## src/source/serial_bus_pkg.sv

```systemverilog
package serial_bus_pkg;

  //////////////////////////////////////////////////////////////////////
  // default sizes, overridden from the top level
  //////////////////////////////////////////////////////////////////////
  localparam int DEF_NO_MASTERS  = 2;
  localparam int DEF_NO_SLAVES   = 3;
  localparam int DEF_DATA_WIDTH  = 8;
  localparam int DEF_ACK_TIMEOUT = 16;   // cycles to wait for a grant

  typedef logic [DEF_DATA_WIDTH-1:0] byte_t;

  // controller to master port, code 2'b11 reserved
  typedef enum logic [1:0] {
    CMD_HOLD        = 2'b00,
    CMD_GRANT       = 2'b01,
    CMD_RELEASE_ACK = 2'b10
  } bus_cmd_t;

  localparam logic [2:0] START_PATTERN = 3'b111;
  localparam logic [2:0] RSP_ACK       = 3'b101;
  localparam logic [2:0] RSP_NAK       = 3'b110;

  // two-bit data symbols, first bit on the line is the msb
  localparam logic [1:0] SYM_IDLE = 2'b00;
  localparam logic [1:0] SYM_END  = 2'b01;
  localparam logic [1:0] SYM_ZERO = 2'b10;
  localparam logic [1:0] SYM_ONE  = 2'b11;

  typedef enum logic [2:0] {
    IDLE,
    ID_SHIFT,
    REQUEST,
    RESPOND_ACK,
    RESPOND_NAK,
    COM,
    RELEASE
  } mport_state_t;

endpackage

```

## src/source/ack_timer.sv

```systemverilog
`timescale 1ns/10ps

module ack_timer import serial_bus_pkg::*; #(
  parameter int ACK_TIMEOUT = DEF_ACK_TIMEOUT
) (
  input  logic clk,
  input  logic rstN,
  input  logic run,
  output logic expired
);

  localparam int CNT_WIDTH = $clog2(ACK_TIMEOUT + 1);

  logic [CNT_WIDTH-1:0] count;

  // saturates at the timeout until run drops
  always_ff @(posedge clk or negedge rstN) begin
    if (!rstN) begin
      count <= '0;
    end else if (!run) begin
      count <= '0;
    end else if (!expired) begin
      count <= count + 1'b1;
    end
  end

  assign expired = (count == CNT_WIDTH'(ACK_TIMEOUT));

endmodule

```

## src/source/bus_controller.sv

```systemverilog
`timescale 1ns/10ps

module bus_controller import serial_bus_pkg::*; #(
  parameter int NO_MASTERS = DEF_NO_MASTERS,
  parameter int NO_SLAVES  = DEF_NO_SLAVES
) (
  input  logic clk,
  input  logic rstN,
  input  logic [NO_MASTERS-1:0][$clog2(NO_SLAVES + 1)-1:0] id,
  input  logic [NO_MASTERS-1:0] done,
  output bus_cmd_t [NO_MASTERS-1:0] cmd,
  output logic [NO_SLAVES-1:0][((NO_MASTERS > 1) ? $clog2(NO_MASTERS) : 1)-1:0] slave_owner,
  output logic [NO_SLAVES-1:0] owner_valid
);

  localparam int S_ID_WIDTH = $clog2(NO_SLAVES + 1);
  localparam int M_ID_WIDTH = (NO_MASTERS > 1) ? $clog2(NO_MASTERS) : 1;

  logic [NO_MASTERS-1:0] granted;     // set on grant, cleared once id drops
  logic [NO_MASTERS-1:0] grant_vec;

  //////////////////////////////////////////////////////////////////////
  // fixed priority scan, master 0 first
  //////////////////////////////////////////////////////////////////////
  always_comb begin : grant_scan
    logic [NO_SLAVES-1:0] claimed;
    int                   sidx;
    claimed   = owner_valid;
    grant_vec = '0;
    for (int m = 0; m < NO_MASTERS; m++) begin
      sidx = int'(id[m]) - 1;
      if ((id[m] != '0) && !granted[m] &&
          (id[m] <= S_ID_WIDTH'(NO_SLAVES)) && !claimed[sidx]) begin
        grant_vec[m]  = 1'b1;
        claimed[sidx] = 1'b1;   // lower priority masters lose this slave
      end
    end
  end

  always_ff @(posedge clk or negedge rstN) begin
    if (!rstN) begin
      for (int m = 0; m < NO_MASTERS; m++) begin
        cmd[m] <= CMD_HOLD;
      end
      granted     <= '0;
      slave_owner <= '0;
      owner_valid <= '0;
    end else begin
      for (int m = 0; m < NO_MASTERS; m++) begin
        cmd[m] <= CMD_HOLD;
      end

      // free whatever the finishing master holds
      for (int s = 0; s < NO_SLAVES; s++) begin
        if (owner_valid[s] && done[slave_owner[s]]) begin
          owner_valid[s]          <= 1'b0;
          cmd[slave_owner[s]]     <= CMD_RELEASE_ACK;
        end
      end

      for (int m = 0; m < NO_MASTERS; m++) begin
        if (grant_vec[m]) begin
          owner_valid[id[m] - 1'b1] <= 1'b1;
          slave_owner[id[m] - 1'b1] <= M_ID_WIDTH'(m);
          cmd[m]                    <= CMD_GRANT;   // single cycle
          granted[m]                <= 1'b1;
        end else if (id[m] == '0) begin
          granted[m] <= 1'b0;
        end
      end
    end
  end

endmodule

```

## src/source/master_port.sv

```systemverilog
`timescale 1ns/10ps

module master_port import serial_bus_pkg::*; #(
  parameter int NO_SLAVES   = DEF_NO_SLAVES,
  parameter int ACK_TIMEOUT = DEF_ACK_TIMEOUT
) (
  input  logic clk,
  input  logic rstN,
  input  logic port_in,
  output logic port_out,
  input  bus_cmd_t cmd,
  output logic [$clog2(NO_SLAVES + 1)-1:0] id,
  output logic done,
  output logic bit_data,
  output logic bit_valid
);

  localparam int S_ID_WIDTH   = $clog2(NO_SLAVES + 1);
  localparam int BUF_WIDTH    = (S_ID_WIDTH > 3) ? S_ID_WIDTH : 3;
  localparam int ID_CNT_WIDTH = $clog2(S_ID_WIDTH + 1);

  mport_state_t state;

  logic [BUF_WIDTH-2:0]    shift_buf;
  logic [BUF_WIDTH-1:0]    buf_next;     // shift_buf including this cycle's bit
  logic [ID_CNT_WIDTH-1:0] id_cnt;
  logic [1:0]              pat_idx;      // response bit on the line
  logic                    half;         // second bit of a symbol pair
  logic                    timer_run;
  logic                    timer_expired;

  assign buf_next  = {shift_buf, port_in};
  assign timer_run = (state == REQUEST);

  ack_timer #(
    .ACK_TIMEOUT(ACK_TIMEOUT)
  ) u_ack_timer (
    .clk    (clk),
    .rstN   (rstN),
    .run    (timer_run),
    .expired(timer_expired)
  );

  always_ff @(posedge clk or negedge rstN) begin
    if (!rstN) begin
      shift_buf <= '0;
    end else begin
      shift_buf <= buf_next[BUF_WIDTH-2:0];
    end
  end

  //////////////////////////////////////////////////////////////////////
  // port state machine
  //////////////////////////////////////////////////////////////////////
  always_ff @(posedge clk or negedge rstN) begin
    if (!rstN) begin
      state     <= IDLE;
      port_out  <= 1'b0;
      id        <= '0;
      done      <= 1'b0;
      bit_data  <= 1'b0;
      bit_valid <= 1'b0;
      id_cnt    <= '0;
      pat_idx   <= '0;
      half      <= 1'b0;
    end else begin
      done      <= 1'b0;
      bit_valid <= 1'b0;
      unique case (state)
        IDLE: begin
          if (buf_next[2:0] == START_PATTERN) begin
            id_cnt <= '0;
            state  <= ID_SHIFT;
          end
        end
        ID_SHIFT: begin
          id_cnt <= id_cnt + 1'b1;
          if (id_cnt == ID_CNT_WIDTH'(S_ID_WIDTH - 1)) begin   // last id bit
            id    <= buf_next[S_ID_WIDTH-1:0];
            state <= REQUEST;
          end
        end
        REQUEST: begin
          if (cmd == CMD_GRANT) begin
            port_out <= RSP_ACK[2];
            pat_idx  <= 2'd2;
            state    <= RESPOND_ACK;
          end else if (timer_expired) begin
            port_out <= RSP_NAK[2];
            pat_idx  <= 2'd2;
            id       <= '0;        // withdraw the request
            state    <= RESPOND_NAK;
          end
        end
        RESPOND_ACK: begin
          pat_idx <= pat_idx - 1'b1;
          if (pat_idx == 2'd0) begin
            port_out <= 1'b0;
            half     <= 1'b0;      // symbol pairs start on this cycle's boundary
            state    <= COM;
          end else begin
            port_out <= RSP_ACK[pat_idx - 2'd1];
          end
        end
        RESPOND_NAK: begin
          // a grant that raced the timeout is handed straight back
          done    <= (cmd == CMD_GRANT);
          pat_idx <= pat_idx - 1'b1;
          if (pat_idx == 2'd0) begin
            port_out <= 1'b0;
            state    <= IDLE;
          end else begin
            port_out <= RSP_NAK[pat_idx - 2'd1];
          end
        end
        COM: begin
          half <= ~half;
          if (half) begin
            unique case (buf_next[1:0])
              SYM_ZERO, SYM_ONE: begin
                bit_data  <= port_in;   // second bit carries the value
                bit_valid <= 1'b1;
              end
              SYM_END: begin
                done  <= 1'b1;
                state <= RELEASE;
              end
              SYM_IDLE: bit_valid <= 1'b0;
            endcase
          end
        end
        RELEASE: begin
          if (cmd == CMD_RELEASE_ACK) begin
            id    <= '0;
            state <= IDLE;
          end
        end
        default: state <= IDLE;
      endcase
    end
  end

endmodule

```

## src/source/serial_bus_top.sv

```systemverilog
`timescale 1ns/10ps

module serial_bus_top import serial_bus_pkg::*; #(
  parameter int NO_MASTERS  = DEF_NO_MASTERS,
  parameter int NO_SLAVES   = DEF_NO_SLAVES,
  parameter int DATA_WIDTH  = DEF_DATA_WIDTH,
  parameter int ACK_TIMEOUT = DEF_ACK_TIMEOUT
) (
  input  logic                  clk,
  input  logic                  rstN,
  input  logic [NO_MASTERS-1:0] port_in,
  output logic [NO_MASTERS-1:0] port_out,
  output byte_t [NO_SLAVES-1:0] byte_data,
  output logic [NO_SLAVES-1:0]  byte_valid
);

  localparam int S_ID_WIDTH = $clog2(NO_SLAVES + 1);
  localparam int M_ID_WIDTH = (NO_MASTERS > 1) ? $clog2(NO_MASTERS) : 1;

  logic [NO_MASTERS-1:0][S_ID_WIDTH-1:0] port_id;
  bus_cmd_t [NO_MASTERS-1:0]             port_cmd;
  logic [NO_MASTERS-1:0]                 port_done;
  logic [NO_MASTERS-1:0]                 bit_data;
  logic [NO_MASTERS-1:0]                 bit_valid;
  logic [NO_SLAVES-1:0][M_ID_WIDTH-1:0]  slave_owner;
  logic [NO_SLAVES-1:0]                  owner_valid;
  logic [NO_SLAVES-1:0]                  s_bit;
  logic [NO_SLAVES-1:0]                  s_bit_valid;
  logic [NO_SLAVES-1:0]                  frame_end;

  for (genvar m = 0; m < NO_MASTERS; m++) begin : g_master
    master_port #(.NO_SLAVES(NO_SLAVES), .ACK_TIMEOUT(ACK_TIMEOUT)) u_master_port (
      .clk(clk), .rstN(rstN), .port_in(port_in[m]), .port_out(port_out[m]),
      .cmd(port_cmd[m]), .id(port_id[m]), .done(port_done[m]),
      .bit_data(bit_data[m]), .bit_valid(bit_valid[m])
    );
  end

  bus_controller #(.NO_MASTERS(NO_MASTERS), .NO_SLAVES(NO_SLAVES)) u_bus_controller (
    .clk(clk), .rstN(rstN), .id(port_id), .done(port_done), .cmd(port_cmd),
    .slave_owner(slave_owner), .owner_valid(owner_valid)
  );

  serial_crossbar #(.NO_MASTERS(NO_MASTERS), .NO_SLAVES(NO_SLAVES)) u_serial_crossbar (
    .bit_data(bit_data), .bit_valid(bit_valid), .done(port_done),
    .slave_owner(slave_owner), .owner_valid(owner_valid),
    .s_bit(s_bit), .s_bit_valid(s_bit_valid), .frame_end(frame_end)
  );

  for (genvar s = 0; s < NO_SLAVES; s++) begin : g_slave
    slave_port #(.DATA_WIDTH(DATA_WIDTH)) u_slave_port (
      .clk(clk), .rstN(rstN), .s_bit(s_bit[s]), .s_bit_valid(s_bit_valid[s]),
      .frame_end(frame_end[s]), .byte_data(byte_data[s]), .byte_valid(byte_valid[s])
    );
  end

endmodule

```

## src/source/serial_crossbar.sv

```systemverilog
`timescale 1ns/10ps

module serial_crossbar import serial_bus_pkg::*; #(
  parameter int NO_MASTERS = DEF_NO_MASTERS,
  parameter int NO_SLAVES  = DEF_NO_SLAVES
) (
  input  logic [NO_MASTERS-1:0] bit_data,
  input  logic [NO_MASTERS-1:0] bit_valid,
  input  logic [NO_MASTERS-1:0] done,
  input  logic [NO_SLAVES-1:0][((NO_MASTERS > 1) ? $clog2(NO_MASTERS) : 1)-1:0] slave_owner,
  input  logic [NO_SLAVES-1:0] owner_valid,
  output logic [NO_SLAVES-1:0] s_bit,
  output logic [NO_SLAVES-1:0] s_bit_valid,
  output logic [NO_SLAVES-1:0] frame_end
);

  // each slave listens only to its current owner
  always_comb begin
    s_bit       = '0;
    s_bit_valid = '0;
    frame_end   = '0;
    for (int s = 0; s < NO_SLAVES; s++) begin
      if (owner_valid[s]) begin
        s_bit[s]       = bit_data[slave_owner[s]];
        s_bit_valid[s] = bit_valid[slave_owner[s]];
        frame_end[s]   = done[slave_owner[s]];   // owner is about to release
      end
    end
  end

endmodule

```

## src/source/slave_port.sv

```systemverilog
`timescale 1ns/10ps

module slave_port import serial_bus_pkg::*; #(
  parameter int DATA_WIDTH = DEF_DATA_WIDTH
) (
  input  logic  clk,
  input  logic  rstN,
  input  logic  s_bit,
  input  logic  s_bit_valid,
  input  logic  frame_end,
  output byte_t byte_data,
  output logic  byte_valid
);

  localparam int CNT_WIDTH = (DATA_WIDTH > 1) ? $clog2(DATA_WIDTH) : 1;

  logic [CNT_WIDTH-1:0] bit_cnt;
  byte_t                shift_reg;

  //////////////////////////////////////////////////////////////////////
  // byte assembly, msb first
  //////////////////////////////////////////////////////////////////////
  always_ff @(posedge clk) begin
    if (s_bit_valid) begin
      shift_reg <= {shift_reg[$bits(byte_t)-2:0], s_bit};
    end
  end

  always_ff @(posedge clk or negedge rstN) begin
    if (!rstN) begin
      bit_cnt    <= '0;
      byte_valid <= 1'b0;
    end else begin
      byte_valid <= 1'b0;
      if (frame_end) begin
        bit_cnt <= '0;                 // partial byte is dropped
      end else if (s_bit_valid) begin
        if (bit_cnt == CNT_WIDTH'(DATA_WIDTH - 1)) begin
          bit_cnt    <= '0;
          byte_valid <= 1'b1;
        end else begin
          bit_cnt <= bit_cnt + 1'b1;
        end
      end
    end
  end

  // bits arrive at most every other cycle, so the byte holds while valid
  assign byte_data = shift_reg;

endmodule

```

## config.mk

```make
export PLATFORM = sky130hd
export DESIGN_NAME = serial_bus_top
export DESIGN_NICKNAME = d
export VERILOG_FILES = /design/src/source/serial_bus_pkg.sv /design/src/source/ack_timer.sv /design/src/source/bus_controller.sv /design/src/source/master_port.sv /design/src/source/serial_bus_top.sv /design/src/source/serial_crossbar.sv /design/src/source/slave_port.sv
export SDC_FILE = /design/constraint.sdc
export NUM_CORES = 1
export LEC_CHECK = 0
export ABC_AREA = 0
export BUFFER_PORTS_ARGS = -buffer_cell sky130_fd_sc_hd__buf_2
export CORE_ASPECT_RATIO = 1.1
export CORE_MARGIN = 2
export CORE_UTILIZATION = 50
export CTS_CLUSTER_SIZE = 12
export DETAILED_ROUTE_END_ITERATION = 6
export GPL_TIMING_DRIVEN = 0
export HOLD_SLACK_MARGIN = 0.03
export MAX_ROUTING_LAYER = met4
export PLACE_DENSITY = 0.64
export SLEW_MARGIN = 20
export SYNTH_ARGS = -nofsm -noshare
export SYNTH_HDL_FRONTEND = slang
export SYNTH_SLANG_ARGS = --single-unit
```

## constraint.sdc

```tcl
create_clock -name clk -period 5.7 [get_ports clk]
set_clock_uncertainty 0.05 [all_clocks]
set_input_delay 0.855 -clock clk [delete_from_list [all_inputs] [get_ports clk]]
set_output_delay 0.855 -clock clk [all_outputs]
set_load 0.01 [all_outputs]
```

==> reports/results.tsv <==
metric	value	unit
area_growth	11.88	%
slew_violations	0	
multi_input_area	1815	um^2
drive_above_1_share	0.1435	
hpwl	5875	um
critPathRequiredTime	5.90	ns
timing.fmax	490.2	MHz
synthesis.instances	411	
place_area	4715	um^2
synth-edff-count	24	
rows	35	
antenna_left	0	
avgSynthCellArea	10.69	um^2
ys.flop_type	dfrtp_1	
rsz0062_at_grt	false	
post_drt_via_cell_ratio	5.552	
synth_commonest_cells	dfrtp_1 (66), nand2_1 (41), nor2_1 (40)	
clk_pin_slew	0.10	ns
cts-resized-gates	0	
first_global_vias	2958	
ios	33	
die-area	9553	um^2
synth_cell_types	59	
synth_top_area_share	0.3760	
rr_worst_depth	7	
fin_crit	2.040	ns
synthTopCellsByArea	dfrtp_1 (38%), edfxtp_1 (16%), ha_1 (6.3%), nand2_1 (3.5%), a21oi_1 (3.4%)	
timing.slew.headroom	0.6083	
finish.utilization	0.5815	
ctsHoldBuffers	0	
grt_pass1_wl	13490	um
use_met3	0.03097	
fillers	743	
final_area	4915	um^2
hold_ws	0.3542	ns
clock-sinks	90	
critPathLaunch	g_master[1].u_master_port.id[0]$_DFFE_PN0P_	
synth_most_common_cell	dfrtp_1	
async_reset_ff_frac	0.7333	
core	8452	um^2
cts.htree.levels	3	
ctsRootBufferMaster	clkbuf_8	
initialDrtViolationCount	126	
setup_viol	0	
nets	481	
holdCritPathClass	in2async	
grt_max_degree	40	
gp_congestion	0.8549	
cts_buffers	9	
irDropWorstVdd	0.2701	mV
synth_top_area_cell	dfrtp_1	
power	2.337	mW
top_usage_layer	met2	
wire_per_inst	13.87	um
antenna_found_initial	0	
syn-num-nets	437	
ys_seq_area_frac	0.5400	
path_class	reg2reg	
initial_core_util	0.5198	
dr.pass1.iters	5	
path_max_fanout	6	
grt_overflow	0	
clk_path_buf_depth	2	
r2r_start	g_master[1].u_master_port.id[0]$_DFFE_PN0P_	
routed_wirelength	7917	um
power.density	475.4	nW/um^2
fin_crit_sh	0.3579	
use_met2	0.2905	
cts_tree	built	
crit_arrival	2.24	ns
die_width	93.37	um
ys_ff_latch	90	
io_buffers	32	
end_kind	register	
cts_setup_buffers	0	
worstMarginPinSlew	0.5853	ns
drt_drc_violations_left	0	
grt.total_usage	0.1849	
antenna-diode-count	0	
clock_latency	0.36	ns
power_leakage	2.239	nW
startpoint_type	register	
outcome	complete, no violations	
seqCellArea	2372	um^2
die_y	102.3	um
synth_warnings	0	
maxCapViolations	0	
hold_viol_final	0	
tns	0	ns
use_met1	0.2391	
dr_total_vias	3170	
syn_area	4393	um^2
-- worst max-delay path, stage by stage (launching register included) --
cell and delay [ns]:
dfrtp_1 0.44, inv_1 0.12, ha_1 0.33, nor2b_1 0.16, nand3_1 0.09, o211ai_1 0.32
a211oi_1 0.13, a221o_1 0.29
-- kinds of logic after synthesis --
group                    share of synthesized area
AND/OR/NAND/NOR                             0.1578
adder cells (fa/ha/maj)                    0.06266
buffers and inverters                      0.04671
XOR/XNOR                                   0.01396
multiplexers                               0.04272
AO/OA/AOI/OAI                               0.1361
flip-flops                                  0.5400
-- routing by layer --
metal  up-vias  part of all wire
met5         -                 0
met4         0             0.022
met3        15             0.035
met2        73              0.48
met1      1548              0.46
li1       1534                 -
-- sequential cells by signal (all words and copies together) (netlist names), 3 cells and up --
register	cells
g_master.u_master_port.state	6
u_bus_controller.cmd	4
u_bus_controller.owner_valid	3
g_master.u_master_port.id_cnt	4
g_master.u_master_port.id	4
g_master.u_master_port.pat_idx	4
g_slave.u_slave_port.byte_valid	3
u_bus_controller.slave_owner	3
g_slave.u_slave_port.bit_cnt	9
g_master.u_master_port.u_ack_timer.count	10
g_master.u_master_port.shift_buf	4
g_slave.u_slave_port.byte_data	24
-- layout make-up --
class,count,share of cell area
inverters,28,0.02138
flip-flops and latches,90,0.4827
plain buffers,18,0.02037
well taps,111,0.02826
clock buffers,10,0.02597
repair buffers,33,0.03717
clock inverters,6,0.01477
multi-input cells,275,0.3694
-- through the flow --
| stage | std cells | worst slack (ns) |
|---|---|---|
| 2_1_floorplan | 411 | 3.823 |
| 3_3_place_gp | 554 | 3.424 |
| 3_5_place_dp | 555 | 3.544 |
| 4_1_cts | 571 | 3.656 |
| 5_1_grt | 571 | 3.501 |
| 6_report | 571 | 3.660 |
-- report_power, final --
group / internal, mW / switching [mW] / total, mW / leakage [nW]
Clock: 0.209 / 0.232 / 0.441 / 0.0983
Combinational: 0.406 / 0.552 / 0.958 / 1.08
Sequential: 0.811 / 0.126 / 0.937 / 1.06
Total: 1.43 / 0.911 / 2.34 / 2.24
-- worst paths after layout --
path / slack (ns) / end
setup reg to reg: 3.66 / u_bus_controller.owner_valid[2]$_DFF_PN0_
hold / removal: 0.35 / g_slave[0].u_slave_port.bit_cnt[0]$_DFFE_PN0P_
min in group clk: 0.40 / g_slave[2].u_slave_port.byte_data[2]$_DFFE_PP_
hold reg to reg: 0.40 / g_slave[2].u_slave_port.byte_data[2]$_DFFE_PP_
setup / recovery: 3.66 / u_bus_controller.owner_valid[2]$_DFF_PN0_
max in group asynchronous: 4.71 / g_master[0].u_master_port.state[0]$_DFFE_PN0P_
-- cell usage in the layout, fill, tap and decap left out, types with 2 or more instances in the layout --
cell / Yosys / routed
a21oi_1: 30 / 30
o21a_1: 2 / 2
nor2b_1: 13 / 13
inv_1: 28 / 28
xor2_1: 4 / 4
ha_1: 22 / 22
xnor2_1: 3 / 3
nand2b_1: 10 / 10
inv_6: 0 / 4
clkbuf_8: 0 / 9
dfrtp_1: 66 / 66
a211oi_1: 3 / 3
o22ai_1: 6 / 6
nor3b_1: 5 / 5
mux2i_1: 12 / 12
o21ai_1: 5 / 5
clkbuf_1: 6 / 7
a32oi_1: 2 / 2
o31ai_1: 2 / 2
a221o_1: 3 / 3
buf_4: 5 / 6
o21ai_0: 6 / 6
edfxtp_1: 24 / 24
a221oi_1: 3 / 3
nand2_1: 41 / 41
mux2_2: 5 / 5
a31oi_1: 3 / 3
a21o_1: 7 / 7
buf_2: 5 / 36
and3b_1: 2 / 2
nand3_1: 8 / 8
nor2_1: 40 / 40
nor3_1: 12 / 12
No activity file was read; power rests on OpenSTA's default activity.
